File: config.mk
export PLATFORM = sky130hd
export DESIGN_NAME = req_dispatch
export DESIGN_NICKNAME = d
export VERILOG_FILES = /design/src/bcast_icnt_pkg.sv /design/src/sync_fifo.sv /design/src/req_dispatch.sv
export SDC_FILE = /design/constraint.sdc
export NUM_CORES = 1
export LEC_CHECK = 0
export BUFFER_PORTS_ARGS = -buffer_cell sky130_fd_sc_hd__buf_2
export CAP_MARGIN = 20
export CELL_PAD_IN_SITES_DETAIL_PLACEMENT = 0
export CELL_PAD_IN_SITES_GLOBAL_PLACEMENT = 1
export CORE_ASPECT_RATIO = 1.4
export CORE_UTILIZATION = 44
export CTS_BUF_LIST = sky130_fd_sc_hd__clkbuf_4
export DETAILED_ROUTE_END_ITERATION = 16
export GPL_ROUTABILITY_DRIVEN = 0
export PLACE_DENSITY = 0.68
export SLEW_MARGIN = 30
export SYNTH_ARGS = -nofsm -noshare
export SYNTH_HDL_FRONTEND = slang
export SYNTH_HIERARCHICAL = 1
export SYNTH_SLANG_ARGS = --single-unit
File: constraint.sdc
create_clock -name clk -period 11.39 [get_ports clk]
set_input_delay 1.139 -clock clk [delete_from_list [all_inputs] [get_ports clk]]
set_output_delay 1.139 -clock clk [all_outputs]
set_load 0.01 [all_outputs]
File: src/bcast_icnt_pkg.sv
`default_nettype none

package bcast_icnt_pkg;

  localparam int ch_num    = 8;                  // Memory-side controller channels
  localparam int ch_addr_w = $clog2(ch_num);     // Channel index width
  localparam int data_w    = 32;                 // Payload word width

  typedef logic [ch_addr_w-1:0] ch_addr_t;       // Channel index
  typedef logic [ch_num-1:0]    ch_mask_t;       // One bit per channel
  typedef logic [data_w-1:0]    data_t;          // Payload word
  typedef logic [1:0]           prio_t;          // Request priority
  typedef logic [3:0]           req_type_t;      // Command encoding
  typedef logic [3:0]           bk_addr_t;       // Bank address
  typedef logic [13:0]          row_addr_t;      // Row address
  typedef logic [5:0]           col_addr_t;      // Column address

  typedef struct packed {
    logic      marker;                           // Packet marker bit
    logic      bcast;                            // Broadcast request or response
    prio_t     prio;
    req_type_t req_type;
    bk_addr_t  bk_addr;
    row_addr_t row_addr;
    col_addr_t col_addr;
    data_t     data;                             // Payload
  } pkt_t;

  // Header kept per in-flight broadcast, data is rebuilt as zero
  typedef struct packed {
    logic      marker;
    logic      bcast;
    prio_t     prio;
    req_type_t req_type;
    bk_addr_t  bk_addr;
    row_addr_t row_addr;
    col_addr_t col_addr;
  } pkt_hdr_t;

  function automatic pkt_hdr_t pkt_hdr(pkt_t p);
    pkt_hdr_t h;
    h.marker   = p.marker;
    h.bcast    = p.bcast;
    h.prio     = p.prio;
    h.req_type = p.req_type;
    h.bk_addr  = p.bk_addr;
    h.row_addr = p.row_addr;
    h.col_addr = p.col_addr;
    return h;
  endfunction

  function automatic pkt_t hdr_pkt(pkt_hdr_t h);
    pkt_t p;
    p          = '0;                             // Combined response carries no data
    p.marker   = h.marker;
    p.bcast    = h.bcast;
    p.prio     = h.prio;
    p.req_type = h.req_type;
    p.bk_addr  = h.bk_addr;
    p.row_addr = h.row_addr;
    p.col_addr = h.col_addr;
    return p;
  endfunction

endpackage

`default_nettype wire

File: src/sync_fifo.sv
`default_nettype none

module sync_fifo #(
  parameter int width  = 64,
  parameter int depth  = 16,
  parameter int thresh = 12
) (
  input  logic             clk,
  input  logic             rst,
  input  logic             wr,
  input  logic [width-1:0] din,
  input  logic             rd,
  output logic [width-1:0] dout,
  output logic             empty,
  output logic             full,
  output logic             above_thresh
);

  localparam int ptr_w = (depth > 1) ? $clog2(depth) : 1;
  localparam int cnt_w = $clog2(depth + 1);

  typedef logic [ptr_w-1:0] ptr_t;               // Buffer slot index
  typedef logic [cnt_w-1:0] cnt_t;               // Fill level, 0 to depth

  logic [width-1:0] mem [depth];                 // Storage, no reset
  ptr_t             wr_ptr;
  ptr_t             rd_ptr;
  cnt_t             count;
  logic             do_wr;
  logic             do_rd;

  // Wrap at depth so non power-of-2 depths work
  function automatic ptr_t ptr_inc(ptr_t p);
    return (p == ptr_t'(depth - 1)) ? '0 : p + 1'b1;
  endfunction

  assign do_wr = wr && !full;                    // Overflowing write is dropped
  assign do_rd = rd && !empty;                   // Underflowing read is ignored

  always_ff @(posedge clk or posedge rst) begin
    if (rst) begin
      wr_ptr <= '0;
      rd_ptr <= '0;
      count  <= '0;
    end else begin
      if (do_wr) wr_ptr <= ptr_inc(wr_ptr);
      if (do_rd) rd_ptr <= ptr_inc(rd_ptr);
      count <= count + cnt_t'(do_wr) - cnt_t'(do_rd);
    end
  end

  always_ff @(posedge clk) begin
    if (do_wr) mem[wr_ptr] <= din;
  end

  assign dout         = mem[rd_ptr];             // First word falls through
  assign empty        = (count == '0);
  assign full         = (count == cnt_t'(depth));
  assign above_thresh = (count >= cnt_t'(thresh));

  a_no_overflow: assert property (@(posedge clk) disable iff (rst) wr |-> !full)
    else $error("sync_fifo: write while full");

  a_no_underflow: assert property (@(posedge clk) disable iff (rst) rd |-> !empty)
    else $error("sync_fifo: read while empty");

endmodule

`default_nettype wire

File: src/req_dispatch.sv
`default_nettype none

module req_dispatch #(
  parameter int entry_depth = 16
) (
  input  logic                     clk,
  input  logic                     rst,
  input  logic                     dma_pkt_valid,
  input  bcast_icnt_pkg::pkt_t     dma_pkt,
  input  bcast_icnt_pkg::ch_mask_t dma_pkt_ch_mask,
  input  bcast_icnt_pkg::ch_mask_t aimc_rdy,
  input  logic                     bcast_pipe_full,
  input  logic                     resp_backlog,
  output logic                     icnt_rdy,
  output bcast_icnt_pkg::ch_mask_t icnt_aimc_pkt_valid,
  output bcast_icnt_pkg::pkt_t     icnt_aimc_pkt,
  output logic                     bcast_issue,
  output bcast_icnt_pkg::ch_mask_t bcast_issue_mask,
  output bcast_icnt_pkg::pkt_hdr_t bcast_issue_hdr
);

  import bcast_icnt_pkg::*;

  // Packet and its mask share one queue word
  typedef struct packed {
    ch_mask_t mask;                              // Index in low bits for unicast
    pkt_t     pkt;
  } entry_t;

  entry_t   entry_din;
  entry_t   entry_dout;                          // Head of the entry queue
  logic     entry_wr;
  logic     entry_rd;
  logic     entry_empty;
  logic     entry_full;
  ch_addr_t ucast_ch;                            // Target of a unicast head
  logic     bcast_go;                            // Broadcast head can leave

  sync_fifo #(
    .width  ($bits(entry_t)),
    .depth  (entry_depth),
    .thresh (entry_depth)
  ) entry_que (
    .clk          (clk),
    .rst          (rst),
    .wr           (entry_wr),
    .din          (entry_din),
    .rd           (entry_rd),
    .dout         (entry_dout),
    .empty        (entry_empty),
    .full         (entry_full),
    .above_thresh ()
  );

  assign icnt_rdy  = !entry_full && !resp_backlog;  // Hold off the DMA while responses pile up
  assign entry_wr  = dma_pkt_valid && icnt_rdy;
  assign entry_din = '{mask: dma_pkt_ch_mask, pkt: dma_pkt};

  assign icnt_aimc_pkt = entry_dout.pkt;         // One shared bus to all controllers
  assign ucast_ch      = entry_dout.mask[ch_addr_w-1:0];

  // All masked channels must be ready at once, no partial issue
  assign bcast_go = !entry_empty && entry_dout.pkt.bcast && !bcast_pipe_full &&
                    ((aimc_rdy & entry_dout.mask) == entry_dout.mask);

  always_comb begin
    icnt_aimc_pkt_valid = '0;
    entry_rd            = 1'b0;
    if (entry_dout.pkt.bcast) begin
      icnt_aimc_pkt_valid = bcast_go ? entry_dout.mask : '0;
      entry_rd            = bcast_go;
    end else begin
      icnt_aimc_pkt_valid[ucast_ch] = !entry_empty;  // Only the addressed channel
      entry_rd                      = !entry_empty && aimc_rdy[ucast_ch];
    end
  end

  assign bcast_issue      = bcast_go;            // Opens a collector entry
  assign bcast_issue_mask = entry_dout.mask;
  assign bcast_issue_hdr  = pkt_hdr(entry_dout.pkt);

  a_bcast_mask: assert property (@(posedge clk) disable iff (rst)
    (!entry_empty && entry_dout.pkt.bcast) |-> (entry_dout.mask != '0))
    else $error("req_dispatch: broadcast with empty channel mask");

endmodule

`default_nettype wire

# After elaboration in Yosys (flattened, before gate mapping)
# Memories as Yosys holds them, arrays and structs flattened.
# Index checks and enable logic that the tools add are counted.
[word_totals] regBits=13 mem_bits_rw=1152 mem_count=1 out_inout_bits=114 wordCells=41
[op_classes] addsub=4 n_eq_ne=4 bitwise_logic=2 n_reduce_logical=14 magnitude_cmp=2 muxes=11
[memory_table] name="entry_que.mem" words=16 word_bits=72 read_ports=1 rd_clocked_by_memory_dff=0 wr=1 line_no="sync_fifo.sv:25" text="logic [width-1:0] mem [depth];"
[op_table] operator="8-bit AND" count=2
[op_table] operator="8-bit two-way mux" count=2
[op_table] operator="1-bit logical AND" count=9
[op_table] operator="4-bit by 1-bit adder with 4-bit output (second input constant)" count=2
[op_table] operator="4-bit == test (second input constant)" count=2
[op_table] operator="8-bit == test" count=1
[op_table] operator="4-bit two-way mux" count=2
[op_table] operator="5-bit by 1-bit adder with 5-bit output" count=1
[op_table] operator="5-bit == test (second input constant)" count=1
[op_table] operator="5-bit zero test" count=1
[op_table] operator="1-bit two-way mux" count=5
[op_table] operator="5-bit by 1-bit subtractor with 5-bit output" count=1
[op_table] operator="1-bit zero test" count=4
[op_table] operator="3-bit by 4-bit less-than comparator with 1-bit output (second input constant)" count=1
[op_table] operator="1-bit binary-select mux with 3-bit select" count=1
[op_table] operator="1-bit demux with 3-bit select" count=1
[op_table] operator="3-bit by 1-bit greater-or-equal comparator with 1-bit output (second input constant)" count=1

# Logic depth before layout (Yosys ltp)
[logic_depth] word_depth=8 ltp_mapped=22

# Hierarchy
# Netlist, hierarchy kept.
[modules_own_cells] mod="sync_fifo" cells_each=2014 n_inst=1 seq_area_each_um2=34918.5 area_each_um2=44757.9
[modules_own_cells] mod="req_dispatch" cells_each=72 n_inst=1 seq_area_each_um2=0.0 area_each_um2=556.8

# Least setup slack after synthesis
# OpenSTA, ideal clock, no wires.
[synth_path] path_kind="input to register" start="input port resp_backlog" end="memory entry_que/mem[0][0] (netlist name) (enable)" path_slack_ps=3874 path_stages=6 required_time_ps=10800 setup_ps=590 arrival_time_ps=6926 cell_sequence="nor2_1 -> and2_1 -> nor2b_1 -> clkbuf_1 -> nand2_1 -> nor3_1"
[synth_between] elab_chain_cells=6
[synth_lines] item="from (decl)" line_no="req_dispatch.sv:13" text="input logic resp_backlog,"
[synth_lines] item="1-bit zero test" line_no="req_dispatch.sv:55" text="assign icnt_rdy = !entry_full && !resp_backlog;"
[synth_lines] item="1-bit logical AND" line_no="req_dispatch.sv:55"
[synth_lines] item="1-bit logical AND" line_no="req_dispatch.sv:56" text="assign entry_wr = dma_pkt_valid && icnt_rdy;"
[synth_lines] item="via entry_wr" line_no="req_dispatch.sv:32" text="logic entry_wr;"
[synth_lines] item="1-bit logical AND" line_no="sync_fifo.sv:37" text="assign do_wr = wr && !full;"
[synth_lines] item="1-bit two-way mux" line_no="sync_fifo.sv:53" text="if (do_wr) mem[wr_ptr] <= din;"
[synth_lines] item="1-bit two-way mux (not written as such)" line_no="sync_fifo.sv:53"
[synth_lines] item="to (decl)" line_no="sync_fifo.sv:25"
# The timed path passes the listed nets, and every way through them passes these cells.

# Worst setup path in the final report
[layout_path] start="register entry_que.rd_ptr[0]" end="output port icnt_aimc_pkt_valid[4]"
[layout_between] elab_chain_cells=7 elab_cells_between_ends=14 classes_between="2 x order compare; 1 x eq/ne; 4 x mux; 2 x bitwise; 4 x reduce/logical; 1 x memory"
[layout_lines] item="from (decl)" line_no="sync_fifo.sv:27" text="ptr_t rd_ptr;"
[layout_lines] item="from (signal assigned)" line_no="sync_fifo.sv:47" text="if (do_rd) rd_ptr <= ptr_inc(rd_ptr);"
[layout_lines] item="memory read 16 x 72 bit (*)"
[layout_lines] item="3-bit by 4-bit less-than comparator with 1-bit output (not written as such) / 3-bit by 1-bit greater-or-equal comparator with 1-bit output (equally long branches)" line_no="req_dispatch.sv:73" text="icnt_aimc_pkt_valid[ucast_ch] = !entry_empty;"
[layout_lines] item="1-bit logical AND (not written as such)" line_no="req_dispatch.sv:73"
[layout_lines] item="1-bit two-way mux (not written as such)" line_no="req_dispatch.sv:73"
[layout_lines] item="1-bit demux with 3-bit select" line_no="req_dispatch.sv:73"
[layout_lines] item="8-bit AND (no source line)"
[layout_lines] item="8-bit two-way mux (*)" line_no="req_dispatch.sv:69" text="if (entry_dout.pkt.bcast) begin"
[layout_lines] item="to (decl)" line_no="req_dispatch.sv:15" text="output bcast_icnt_pkg::ch_mask_t icnt_aimc_pkt_valid,"
# Every way passes the cells marked *; elsewhere a longest branch is shown, timed or not.

==> flow_summary.toml <==
[outcome]
status = "finished, final reports clean"

[job]
drv_cap = 0

[logic_synthesis]
netlist_instances = 2085
synth_fp_nets = 2182
yosys_warnings = 6
syn_avg_cell_area_um2 = 21.7
synth_area_um2 = 45300

[cts]
post-cts-setup-buffers = 0
numCtsBuffers = 296
clk_latency_ps = 1130
clockBufferDepth = 4
cts_tree = "built"
clockRootBuffer = "clkbuf_4"
htreeDepth = 5
cts_resized = 0
clock_sinks = 1165
hold_buffers = 1
clk_pin_slew_ps = 70

[layout]
utilization = 0.503
layout-drive-gt1-share = 0.344
areaGrowthSynthToFinish_pct = 12.6
nFillCells = 8381
stdcell_count = 3991
nNetsFinal = 2579

[critical_path]
r2r_slack_ps = 5380
r2r_end = "entry_que/count[4]$_DFF_PP0_"
ff2ff_path_depth = 19
reg2reg_from = "entry_que/rd_ptr[0]$_DFFE_PP0P_"
worstSetupPathType = "flip-flop to output port"
crit_arrival_ps = 5400
path_cells = "buf_4 > buf_4 > mux4_2 > a32oi_1 > o21ai_2 > inv_1 > o22ai_1 > nor4_4 > a22o_1 > buf_2"
crit_path_end_kind = "output port"
worst_ep_required_time_ps = 10250
path_max_fanout = 38
start_kind = "flip-flop"
max_stage_delay_ps = 810
slowest_stage = "dfrtp_4"
crit_path_frequent_cell = "buf_4"

[floorplan]
row_count = 138
start_util = 0.446
die_y_um = 382
die_x_um = 273
core_area_um2 = 102000
io-pin-count = 199
die_area_um2 = 104000

[routing]
drt-vias-per-instance = 5.68
routedWlPerCell_um = 26.4
final_antenna_net_count = 0
dr.first_iter.drc_count = 1678
drc = 0
vias = 22667
dr.pass1.iters = 7
wl_um = 105000

[sta]
skew_ps = 103
relSlewSlack = 0.324
max_freq_mhz = 153
whs_ps = 387
tightest_slew_ps = 1010
hold_violations = 0
drv_slew = 0
setup_viol = 0
rsz0062_at_grt = "no"
period_minus_slack_ps = 6540
setup_tns_ps = 0
period_share = 0.574

[grt]
gr-usage-met2 = 0.365
busiest_layer = "met2"
grt_use_met3 = 0.0432
grt_max_degree = 74
met1_usage = 0.244
grt_pass1_vias = 24584
grt-ovfl-total = 0
grt_pass1_wl_um = 154000
antenna_found_initial = 22
gr-usage-all-layers = 0.204

[power]
power_density_nw_per_um2 = 239
p_leak_uw = 0.0169
ir_drop_mv = 0.148

[hold_path]
min_to = "entry_que/mem[15][65]$_DFFE_PP_"
worstHoldStart = "dma_pkt_ch_mask[1]"
worstHoldPathType = "input port to flip-flop"
hold_path_depth = 1

[placement]
dp_hpwl_um = 54300
io_buffers = 198
dp.cells = 3513
## metrics by stage
stage / setup WS (ps) / power (uW) / area [um2]
floorplan: 3870 / 7990 / 45300
global placement: 4690 / 9040 / 47500
detailed placement: 5220 / 9110 / 47600
CTS: 4550 / 12400 / 51000
global route: 4360 / 12800 / 51000
finish: 4850 / 12200 / 51000
## power breakdown
group,total [uW],internal (uW),switching [uW]
Clock,3240,1700,1540
Sequential,5100,4940,155
Combinational,3840,1600,2240
## layout by cell type, fill, tap and decap left out, drive strengths merged, types with 3 or more instances in the layout
cell type and instances:
nand2b 5, inv 22, mux4 217, nor2 16, ha 11, mux2i 218, nand2 10, a32oi 72
nand3 3, nor2b 4, nor3 7, diode 5, a21oi 3, a22o 7, buf 250, a22oi 72
xnor2 4, o21ai 75, clkbuf 405, clkinv 60, dfrtp 13, edfxtp 1152, bufinv 3
## critical path: cells and delay by family, from the launching register on
family	cells	cell delay, ps
buffers and inverters	4	1610
AO/OA/AOI/OAI	4	870
flip-flops	1	810
multiplexers	1	590
AND/OR/NAND/NOR	1	410
## sequential cells by signal (all words and copies together), names as in the netlist
signal,flops
entry_que/mem,1152
entry_que/count,5
entry_que/wr_ptr,4
entry_que/rd_ptr,4
## layout make-up
type | instances | area [um2] | area share
tap | 1330 | 1660 | 0.0326
clock buffer | 405 | 3040 | 0.0596
inverter | 18 | 68.8 | 0.00135
timing repair buffer | 251 | 1500 | 0.0294
multi-input combinational | 750 | 9480 | 0.186
sequential | 1165 | 34900 | 0.684
clock inverter | 67 | 339 | 0.00664
antenna | 5 | 12.5 | 0.000245
## per-layer routing
metal | wire length [um] | share of wire
met1 | 40800 | 0.39
met2 | 57100 | 0.54
met3 | 5260 | 0.050
met4 | 2060 | 0.020
met5 | 67 | 0.00064
## worst max path at each step
stage                                         start                             to  cells after the start
floorplan                              resp_backlog  entry_que/mem[0][0]$_DFFE_PP_                      6
global placement    entry_que/rd_ptr[0]$_DFFE_PP0P_   entry_que/count[4]$_DFF_PP0_                     19
detailed placement  entry_que/rd_ptr[0]$_DFFE_PP0P_   entry_que/count[4]$_DFF_PP0_                     19
CTS                 entry_que/rd_ptr[0]$_DFFE_PP0P_         icnt_aimc_pkt_valid[4]                     10
global route        entry_que/rd_ptr[0]$_DFFE_PP0P_         icnt_aimc_pkt_valid[1]                     10
finish              entry_que/rd_ptr[0]$_DFFE_PP0P_         icnt_aimc_pkt_valid[4]                     10
Power figures use the tool's default switching activity.
