File: config.mk
export PLATFORM = sky130hd
export DESIGN_NAME = bcast_resp_collector
export DESIGN_NICKNAME = d
export VERILOG_FILES = /design/src/bcast_icnt_pkg.sv /design/src/bcast_resp_collector.sv
export SDC_FILE = /design/constraint.sdc
export NUM_CORES = 1
export LEC_CHECK = 0
export BUFFER_PORTS_ARGS = -buffer_cell sky130_fd_sc_hd__buf_2
export CORE_AREA = 3 3 235 237
export DETAILED_ROUTE_END_ITERATION = 10
export DIE_AREA = 0 0 238 240
export PLACE_DENSITY = 0.41
export SLEW_MARGIN = 10
export SYNTH_ARGS = -nofsm -noshare
export SYNTH_HDL_FRONTEND = slang
export SYNTH_SLANG_ARGS = --single-unit
File: constraint.sdc
create_clock -name clk -period 4.3 [get_ports clk]
set_input_delay 0.43 -clock clk [delete_from_list [all_inputs] [get_ports clk]]
set_output_delay 0.43 -clock clk [all_outputs]
set_load 0.1 [all_outputs]
File: src/bcast_icnt_pkg.sv
`default_nettype none

package bcast_icnt_pkg;

  localparam int ch_num    = 8;                  // Memory-side controller channels
  localparam int ch_addr_w = $clog2(ch_num);     // Channel index width
  localparam int data_w    = 32;                 // Payload word width

  typedef logic [ch_addr_w-1:0] ch_addr_t;       // Channel index
  typedef logic [ch_num-1:0]    ch_mask_t;       // One bit per channel
  typedef logic [data_w-1:0]    data_t;          // Payload word
  typedef logic [1:0]           prio_t;          // Request priority
  typedef logic [3:0]           req_type_t;      // Command encoding
  typedef logic [3:0]           bk_addr_t;       // Bank address
  typedef logic [13:0]          row_addr_t;      // Row address
  typedef logic [5:0]           col_addr_t;      // Column address

  typedef struct packed {
    logic      marker;                           // Packet marker bit
    logic      bcast;                            // Broadcast request or response
    prio_t     prio;
    req_type_t req_type;
    bk_addr_t  bk_addr;
    row_addr_t row_addr;
    col_addr_t col_addr;
    data_t     data;                             // Payload
  } pkt_t;

  // Header kept per in-flight broadcast, data is rebuilt as zero
  typedef struct packed {
    logic      marker;
    logic      bcast;
    prio_t     prio;
    req_type_t req_type;
    bk_addr_t  bk_addr;
    row_addr_t row_addr;
    col_addr_t col_addr;
  } pkt_hdr_t;

  function automatic pkt_hdr_t pkt_hdr(pkt_t p);
    pkt_hdr_t h;
    h.marker   = p.marker;
    h.bcast    = p.bcast;
    h.prio     = p.prio;
    h.req_type = p.req_type;
    h.bk_addr  = p.bk_addr;
    h.row_addr = p.row_addr;
    h.col_addr = p.col_addr;
    return h;
  endfunction

  function automatic pkt_t hdr_pkt(pkt_hdr_t h);
    pkt_t p;
    p          = '0;                             // Combined response carries no data
    p.marker   = h.marker;
    p.bcast    = h.bcast;
    p.prio     = h.prio;
    p.req_type = h.req_type;
    p.bk_addr  = h.bk_addr;
    p.row_addr = h.row_addr;
    p.col_addr = h.col_addr;
    return p;
  endfunction

endpackage

`default_nettype wire

File: src/bcast_resp_collector.sv
`default_nettype none

module bcast_resp_collector #(
  parameter int bcast_pipe_len = 4
) (
  input  logic                     clk,
  input  logic                     rst,
  input  logic                     bcast_issue,
  input  bcast_icnt_pkg::ch_mask_t bcast_issue_mask,
  input  bcast_icnt_pkg::pkt_hdr_t bcast_issue_hdr,
  input  bcast_icnt_pkg::ch_mask_t aimc_pkt_valid,
  input  bcast_icnt_pkg::pkt_t     aimc_pkt [bcast_icnt_pkg::ch_num],
  input  logic                     bcast_pull,
  output logic                     bcast_pipe_full,
  output logic                     bcast_done,
  output bcast_icnt_pkg::pkt_hdr_t bcast_done_hdr
);

  import bcast_icnt_pkg::*;

  localparam int slot_w = (bcast_pipe_len > 1) ? $clog2(bcast_pipe_len) : 1;
  localparam int cnt_w  = $clog2(bcast_pipe_len + 1);

  typedef logic [slot_w-1:0] slot_t;             // Ring slot index
  typedef logic [cnt_w-1:0]  cnt_t;              // In-flight broadcasts

  pkt_hdr_t hdr_mem [bcast_pipe_len];            // Request headers
  ch_mask_t pend    [bcast_pipe_len];            // Channels still to answer
  ch_mask_t clr     [bcast_pipe_len];            // Bits answered this cycle
  slot_t    wr_ptr;
  slot_t    rd_ptr;                              // Oldest broadcast
  cnt_t     count;
  ch_mask_t resp_hit;                            // Broadcast responses this cycle
  ch_mask_t miss;                                // Responses with nothing to clear

  function automatic slot_t slot_inc(slot_t s);
    return (s == slot_t'(bcast_pipe_len - 1)) ? '0 : s + 1'b1;
  endfunction

  // Free slots hold a zero mask, so the search needs no ring bounds
  always_comb begin
    slot_t s;
    logic  found;
    clr  = '{default: '0};
    miss = '0;
    for (int c = 0; c < ch_num; c++) begin
      resp_hit[c] = aimc_pkt_valid[c] && aimc_pkt[c].bcast;
      s           = rd_ptr;
      found       = 1'b0;
      for (int k = 0; k < bcast_pipe_len; k++) begin
        if (!found && pend[s][c]) begin          // Oldest entry still waiting on c
          clr[s][c] = resp_hit[c];
          found     = 1'b1;
        end
        s = slot_inc(s);
      end
      miss[c] = resp_hit[c] && !found;
    end
  end

  always_ff @(posedge clk or posedge rst) begin
    if (rst) begin
      pend   <= '{default: '0};
      wr_ptr <= '0;
      rd_ptr <= '0;
      count  <= '0;
    end else begin
      for (int k = 0; k < bcast_pipe_len; k++) begin
        pend[k] <= pend[k] & ~clr[k];
      end
      if (bcast_issue) begin
        pend[wr_ptr] <= bcast_issue_mask;        // Slot is free, nothing to clear there
        wr_ptr       <= slot_inc(wr_ptr);
      end
      if (bcast_pull) rd_ptr <= slot_inc(rd_ptr);
      count <= count + cnt_t'(bcast_issue) - cnt_t'(bcast_pull);
    end
  end

  always_ff @(posedge clk) begin
    if (bcast_issue) hdr_mem[wr_ptr] <= bcast_issue_hdr;
  end

  assign bcast_pipe_full = (count == cnt_t'(bcast_pipe_len));
  assign bcast_done      = (count != '0) && (pend[rd_ptr] == '0);  // All channels answered
  assign bcast_done_hdr  = hdr_mem[rd_ptr];

  a_no_orphan: assert property (@(posedge clk) disable iff (rst) miss == '0)
    else $error("bcast_resp_collector: broadcast response with no outstanding request");

endmodule

`default_nettype wire

-- After elaboration in Yosys (flattened, before gate mapping)
Memory sizes are Yosys's and may differ from the RTL's.
Index checks and enable logic that the tools add are counted.
- register bits after elaboration: 39
- RAM bits: 128
- output and inout port bits: 34
- word-level logic and storage cells: 280
- memories: 1
- add/subtract/negate cells: 6
- order comparisons: 10
- equality and inequality tests: 5
- multiplexer cells: 173
- bitwise gates (word level): 14
- reduce and logical (&&, ||, !) cells: 64
- memories (name ; depth ; width ; rd ports ; clocked after memory_dff ; write ports ; RTL line ; text):
    hdr_mem ; 4 ; 32 ; 1 ; 0 ; 1 ; bcast_resp_collector.sv:27 ; pkt_hdr_t hdr_mem [bcast_pipe_len];
- operators with widths (kind ; count):
    32-bit two-way mux ; 33
    32-bit bitwise mux ; 32
    8-bit demux with 2-bit select ; 33
    8-bit two-way mux ; 13
    8-bit binary-select mux with 2-bit select ; 4
    1-bit logical AND ; 38
    32-bit AND ; 1
    8-bit AND ; 4
    8-bit inverter ; 4
    1-bit two-way mux ; 30
    7-bit two-way mux ; 4
    1-bit zero test ; 24
    6-bit two-way mux ; 4
    5-bit two-way mux ; 4
    2-bit two-way mux ; 8
    4-bit two-way mux ; 4
    3-bit greater-or-equal comparator, second input constant ; 5
    3-bit by 1-bit less-than comparator with 1-bit output, second input constant ; 5
    2-bit inverter with 3-bit output ; 5
    3-bit two-way mux ; 4
    2-bit by 1-bit adder with 2-bit output, second input constant ; 4
    2-bit equality test, second input constant ; 4
    8-bit zero test ; 1
    3-bit by 1-bit adder with 3-bit output ; 1
    3 further kinds ; 3

-- Logic depth before layout (Yosys ltp)
Gate-level depths: netlist of the first run.
- depth after elaboration: 74
- mapped depth: 13
- depth with buffers taken out: 8

-- Worst setup path after synthesis of the first run
OpenSTA, ideal clock, no wires.
- path type: flip-flop to output port
- from: register rd_ptr[0]
- to: output bcast_done
- arrival: 4.532 ns
- data required time: 3.870 ns
- slack: -0.662 ns
- cell stages (with the launch flop): 7
- buffers on the path: 2
- cells stage by stage: dfrtp_1 > buf_6 > buf_8 > mux4_1 > nor4_1 > nand2_1 > nor4_1
- longest elaborated chain between the ends: 6
- RTL lines (item ; RTL line ; text):
    start: declaration ; bcast_resp_collector.sv:31 ; slot_t rd_ptr;
    start signal: assignment ; bcast_resp_collector.sv:75 ; if (bcast_pull) rd_ptr <= slot_inc(rd_ptr);
    2-bit inverter with 3-bit output (implied by the code) ; bcast_resp_collector.sv:85 ; assign bcast_done = (count != '0) && (pend[rd_ptr] == '0);
    8-bit binary-select mux with 2-bit select ; bcast_resp_collector.sv:85 ;
    8-bit two-way mux (implied by the code) (2 in a row) ; bcast_resp_collector.sv:85 ;
    8-bit zero test ; bcast_resp_collector.sv:85 ;
    1-bit logical AND ; bcast_resp_collector.sv:85 ;
    end: declaration ; bcast_resp_collector.sv:15 ; output logic bcast_done,
No other way between the ends. The select of a mux whose other input is x is not followed.

-- Worst setup path in the final report of the first run
Same ends and word-level chain as after synthesis.

==> results.md, run 1 <==
* Status: finished clean
* Clock Tree Root: clkbuf_16
* Cts bufs inserted at 17
* # clock sinks at ~170
* Post-CTS Setup Bufs at 0
* DR DRC count at 0
* Layout net count at about 1300
* Total track usage at about 9.8%
* Die H at 240 um
* Sequential area share after synthesis at between 50 and 60%
* Antenna violations before repair at 5
* Netlist cell types at 71
* Mapped Nets at 1234
* IO buf count at 93
* Core box area at roughly 0.053 mm^2
* Diodes inserted at 0
* WL per Instance at around 19 um
* Placement Setup Slack at just over 700 ps
* Met1 wire length at about 13000 um
* Rel. slew slack at between 30% and 40%
* Final Wtd Congestion at 0.790
* Total power at 8.89 mW
* WL final at around 28000 um
* Reg2reg start: rd_ptr[0]
* Crit-path slowest cell: mux4_1
* Critical Path AT at approximately 3500 ps
* Htree depth at 4
* Crit path kind: flip-flop to output pin
* Post-synthesis cell area at 0.00876 mm^2
* Avg Inst Size Synth at about 13 um^2
* CP endpoint kind: output pin
* Hold_buf cts at 0
* WL met3 at around 1200 um
* Row count at 85
* Placement-stage cell area at ~0.010 mm^2
* HPWL after DPL at 18700 um
* Max stage delay on crit path at 800 ps
* Crit path launch type: flip-flop
* CTS clk-pin slew, worst paths at 90 ps
* Crit. Startpoint: rd_ptr[0]
* Leakage power at between 3 and 4 nW
* Pin count of the biggest net entering global routing at 40
* Hold crit path type: primary input to asynchronous set/reset pin
* DR vias at around 6200
* Final setup vio count at 0
* Number of global-route vias before repair at 6257
* R2r endpoint: pend[9]
* Commonest non-fill, non-tap cells in the layout: edfxtp_1, buf_2, nand2_1
* CTS tree: built
* First-pass GRT wire length at 41900 um
* EDFF count, synth at roughly 130
* Required @ worst endpoint at 3870 ps
* Num ports at approximately 600
* Layout cells sized above 1 at 27.7%
* Unrepaired setup endpoints after global routing: false
* Power density over the cells at roughly 830 mW/mm^2
* Reg2Reg Depth at 8
* Async S/R FF share, synth at about a quarter
* Area Overhead vs Synth at 21.7%
* Initial cell density of the core at about 16%
* Critical Path Fanout Max at 31
* CTS max path bufs at 2
* Die width at 238 um
* Final Cycle Share at between 90 and 100%
* Total grt overflow at 0
* First DRT Iteration DRCs at 452
* Worst-Skew Late Latency at approximately 450 ps
* Via density at between 4 and 5
* Met2 WL at roughly 14000 um
* Syn Inst Count at between 600 and 700
* End point of the critical path: bcast_done
* Setup_tns at 0 ps
* Max-cap violation count at 0
* Reg2reg setup slack at roughly 730 ps
* Final Hold Viols at 0
* Final core utilization at between 10% and 20%
* Yosys reg bits at about 170
* Max Slew Vio Count at 0
* Setup WS post-layout at 406 ps
* Achievable clock frequency at 257 MHz
* Synth warn at 0
* Die area at 0.0571 mm^2
* Main flop type after synthesis: edfxtp_1
* Pre-antenna DRT Iters at 4
* Top Layer Used: met5
* Most common cell after layout, fill and taps aside: edfxtp_1
* Final Cell Area at 0.0107 mm^2
* Skew final at between 15 and 20 ps
* Crit path time final at 3890 ps
* Post-route ant nets at 0
* Worst VDD drop at 0.324 mV
* CP cell instances: buf_4, mux4_1, nor4_2, buf_2
* Worst-Margin Slew at 1040 ps
* Number of gates resized after cts at 0
routing by layer:
metal	track usage [%]	up-vias
met1	13.0	3176
li1	-	2821
met4	1.54	4
met5	0	-
met2	16.4	172
met3	2.57	33
synthesized netlist by cell type (3+ instances only):
cell	count	area (um^2)
o21a_1	3	22.5
or3_1	7	43.8
nor2_1	23	86.3
nor3_1	6	30.0
a21oi_1	19	95.1
mux2i_1	15	150
mux4_2	43	968
and3_1	7	43.8
nor3b_1	4	30.0
and2_1	10	62.6
clkbuf_1	19	71.3
nand3_1	45	225
nor2b_1	4	25.0
nand2_1	77	289
or2_2	3	18.8
inv_1	14	52.6
o31ai_1	4	30.0
nand2b_1	4	25.0
mux4_1	11	289
o21bai_1	4	30.0
o2111ai_1	10	87.6
edfxtp_1	128	3840
ha_1	14	175
o211ai_1	4	30.0
o21ai_0	25	125
a22o_1	12	105
a31oi_1	11	68.8
a32o_1	12	120
a221oi_1	6	52.6
dfrtp_1	39	976
buf_2	13	65.1
clkinv_1	4	15.0
and3b_1	5	43.8
metrics by stage:
step | std cells | hold slack (ps)
after global placement | 1426 | 491
after detailed placement | 1426 | 489
after CTS | 1458 | 149
after global routing | 1458 | 171
after floorplan | 655 | 460
final | 1458 | 139
flip-flops by register name, indices dropped and copies added, names as in the netlist:
register / count
pend: 32
hdr_mem: 128
wr_ptr: 2
count: 3
rd_ptr: 2
where the power goes:
part	leakage (nW)	internal, mW	switching (mW)	total (mW)
combinational	1.75	1.48	3.38	4.86
clock	0.281	0.785	0.785	1.57
sequential	1.66	2.13	0.329	2.46
worst min-delay path by stage:
stage | endpoint | slack [ps] | cells past startpoint
floorplan | count[2] | 460 | 1
global placement | count[2] | 490 | 1
detailed placement | count[2] | 490 | 1
CTS | wr_ptr[1] | 150 | 3
global route | count[0] | 170 | 3
finish | wr_ptr[1] | 140 | 3
worst max-delay path: cells and delay by family, from the launching register on:
family | cells | cell delay [ps]
buf+inv | 2 | 1120
mux | 1 | 800
simple gates | 1 | 460
flops | 1 | 630
kinds of logic (layout without fill, tap and decap cells):
| kind of cell | after synthesis | after routing | share of synthesized area (%) |
|---|---|---|---|
| and+or+nand+nor | 210 | 210 | 12.1 |
| adders and majority gates | 15 | 15 | 2.23 |
| buffers and inverters | 54 | 161 | 2.76 |
| AOI/OAI and AO/OA | 136 | 136 | 11.4 |
| xor gates and xnor gates | 2 | 2 | 0.200 |
| muxes | 71 | 71 | 16.3 |
| DFF | 167 | 167 | 55.0 |
final cells by class:
type | count | area, um^2
Tap cell | 696 | 871
Clock inverter | 15 | 170
Timing Repair Buffer | 111 | 601
Fill cell | 5761 | 42800
Sequential cell | 167 | 4820
Multi-Input combinational cell | 434 | 3710
Inverter | 18 | 67.6
Clock buffer | 17 | 425
(Power assumes the default switching activity.)
==> run 2, diff against run 1 <==
Clock period 4.3 ns to 4.9 ns, I/O delays scaled along.
==> run 2 against run 1 <==
  * Non-clock buffer count down 5
  * Combinational power down 12%
  * Final area unchanged
  * Setup slack better by 190 ps
  * Clock skew up 2.9 ps
  * Sequential share of layout area unchanged
  * Critical path type unchanged
==> results.md, run 2 (same netlist as run 1, synthesis figures left out) <==
* Status: finished clean (unchanged)
* Htree depth at 4 (unchanged)
* Hold crit path type: primary input to asynchronous set/reset pin (unchanged)
* Crit path launch type: flip-flop (unchanged)
* HPWL after DPL at 18100 um (was 18700 um)
* DR DRC count at 0 (unchanged)
* IO buf count at 93 (unchanged)
* Final Wtd Congestion at 0.783 (was 0.790)
* Reg2reg start: rd_ptr[0] (unchanged)
* Skew final at 20.8 ps (was 17.9 ps)
* Row count at 85 (unchanged)
* Critical Path AT at 3820 ps (was 3460 ps)
* Regs by FF count: hdr_mem: 128 flops, pend: 32 flops, count: 3 flops (unchanged)
* Die area at 0.0571 mm^2 (unchanged)
* CP endpoint kind: output pin (unchanged)
* Clock Tree Root: clkbuf_16 (unchanged)
* CTS max path bufs at 2 (unchanged)
* NetSw at 3.99 mW (was 4.50 mW)
* Critical Path Fanout Max at 33 (was 31)
* Fillers at 5767 (was 5761)
* Total power at 7.87 mW (was 8.89 mW)
* Final setup vio count at 0 (unchanged)
* Cell internal pwr at 3.88 mW (was 4.39 mW)
* Comb power frac at 54.1% (was 54.7%)
* Power density over the cells at 738 mW/mm^2 (was 833 mW/mm^2)
* Footprint of the multi-input gates at 0.00371 mm^2 (unchanged)
* DR vias at 6291 (was 6206)
* Worst-Margin Slew at 1070 ps (was 1040 ps)
* Final Cycle Share at around 88%
* Via density at 4.33 (was 4.26)
* Max-cap violation count at 0 (unchanged)
* Pin count of the biggest net entering global routing at 44 (was 40)
* Largest register FFs at 128 (unchanged)
* Post-route ant nets at 0 (unchanged)
* CTS tree: built (unchanged)
* Reg2Reg Depth at 10 (was 8)
* Worst VDD drop at 0.327 mV (was 0.324 mV)
* Initial cell density of the core at 16.4% (unchanged)
* Core box area at 0.0535 mm^2 (unchanged)
* Max Slew Vio Count at 0 (unchanged)
* Unrepaired setup endpoints after global routing: false (unchanged)
* Rel. slew slack at 28.9% (was 30.8%)
* Num ports at 598 (unchanged)
* Layout cells sized above 1 at 27.2% (was 27.7%)
* First DRT Iteration DRCs at 529 (was 452)
* Clock power frac at 18.4% (was 17.7%)
* Most common cell after layout, fill and taps aside: edfxtp_1 (unchanged)
* Required @ worst endpoint at 4410 ps (was 3870 ps)
* Pre-antenna DRT Iters at 5 (was 4)
* # clock sinks at 167 (unchanged)
* Die H at 240 um (unchanged)
* Diodes inserted at 0 (unchanged)
* R2r endpoint: pend[9] (unchanged)
* Cts bufs inserted at 17 (unchanged)
* Commonest non-fill, non-tap cells in the layout: edfxtp_1, buf_2, nand2_1 (unchanged)
* Crit path time final at between 4000 and 5000 ps
* Post-CTS Setup Bufs at 0 (unchanged)
* Antenna violations before repair at 4 (was 5)
* Leakage power at 3.69 nW (about the same)
* Switching share of power at 50.7% (was 50.6%)
* Hold_buf cts at 0 (unchanged)
* Setup_tns at 0 ps (unchanged)
* Die width at 238 um (unchanged)
* WL final at 28000 um (was 28200 um)
* First-pass GRT wire length at 41600 um (was 41900 um)
* CTS clk-pin slew, worst paths at 90 ps (about the same)
* Layout net count at 1323 (was 1328)
* Area Overhead vs Synth at 21.7% (unchanged)
* WL per Instance at 19.3 um (about the same)
* Number of gates resized after cts at 0 (unchanged)
* Crit path kind: flip-flop to output pin (unchanged)
* Storage cell area at 0.00482 mm^2 (unchanged)
* Biggest register: hdr_mem (unchanged)
* Sequential share of power at 27.4% (was 27.6%)
* Number of global-route vias before repair at 6211 (was 6257)
* Total grt overflow at 0 (unchanged)
* Total track usage at 9.74% (was 9.81%)
* Achievable clock frequency at 232 MHz
* Final Hold Viols at 0 (unchanged)
* Reg2reg setup slack at 1180 ps (was 730 ps)
* Worst-Skew Late Latency at 460 ps (was 450 ps)
* Final core utilization at 19.9% (unchanged)
-- run 2: cell type report --
cell class,count,area share (%)
Tap cell,696,8.16
Sequential cell,167,45.2
Timing Repair Buffer,106,5.28
Clock inverter,15,1.95
Inverter,18,0.633
Clock buffer,17,3.99
Multi-Input combinational cell,434,34.8
-- run 2: worst max-delay path, cell delays in order, from the launching register on --
cell,delay (ps)
dfrtp_4,740
buf_4,640
mux4_1,790
nor4_1,300
nand2_1,100
nor4_2,280
buf_2,500
-- run 2: how the worst max path moves through the flow --
stage	end	slack [ps]	from	depth (start not counted)
floorplan	bcast_done	1050	rd_ptr[0]	6
global placement	bcast_done	950	rd_ptr[0]	6
detailed placement	bcast_done	920	rd_ptr[0]	6
CTS	bcast_done	420	rd_ptr[0]	6
global route	bcast_done	300	rd_ptr[0]	6
finish	bcast_done	590	rd_ptr[0]	6
-- run 2: power by group through the flow --
stage / registers (mW) / clock network, mW / logic (mW)
finish: 2.16 / 1.45 / 4.26
global placement: 2.18 / 0 / 4.29
detailed placement: 2.18 / 0 / 4.27
global route: 2.19 / 1.55 / 4.55
floorplan: 2.05 / 0 / 3.37
CTS: 2.15 / 1.49 / 4.28
-- run 2: through the flow --
| stage | cells | setup WS [ps] | hold WS (ps) | instance area (um^2) |
|---|---|---|---|---|
| final | 1453 | 595 | 251 | 10700 |
| after floorplan | 655 | 1050 | 460 | 8770 |
| after global placement | 1421 | 947 | 488 | 10000 |
| after detailed placement | 1421 | 925 | 488 | 10000 |
| after CTS | 1453 | 424 | 224 | 10700 |
| after global routing | 1453 | 296 | 237 | 10700 |
-- run 2: metal layers --
| metal | global-route usage (%) | routed length, um |
|---|---|---|
| met1 | 13.1 | 12600 |
| met2 | 16.2 | 13900 |
| met3 | 1.94 | 1150 |
| met4 | 2.40 | 425 |
| met5 | 0 | 10 |
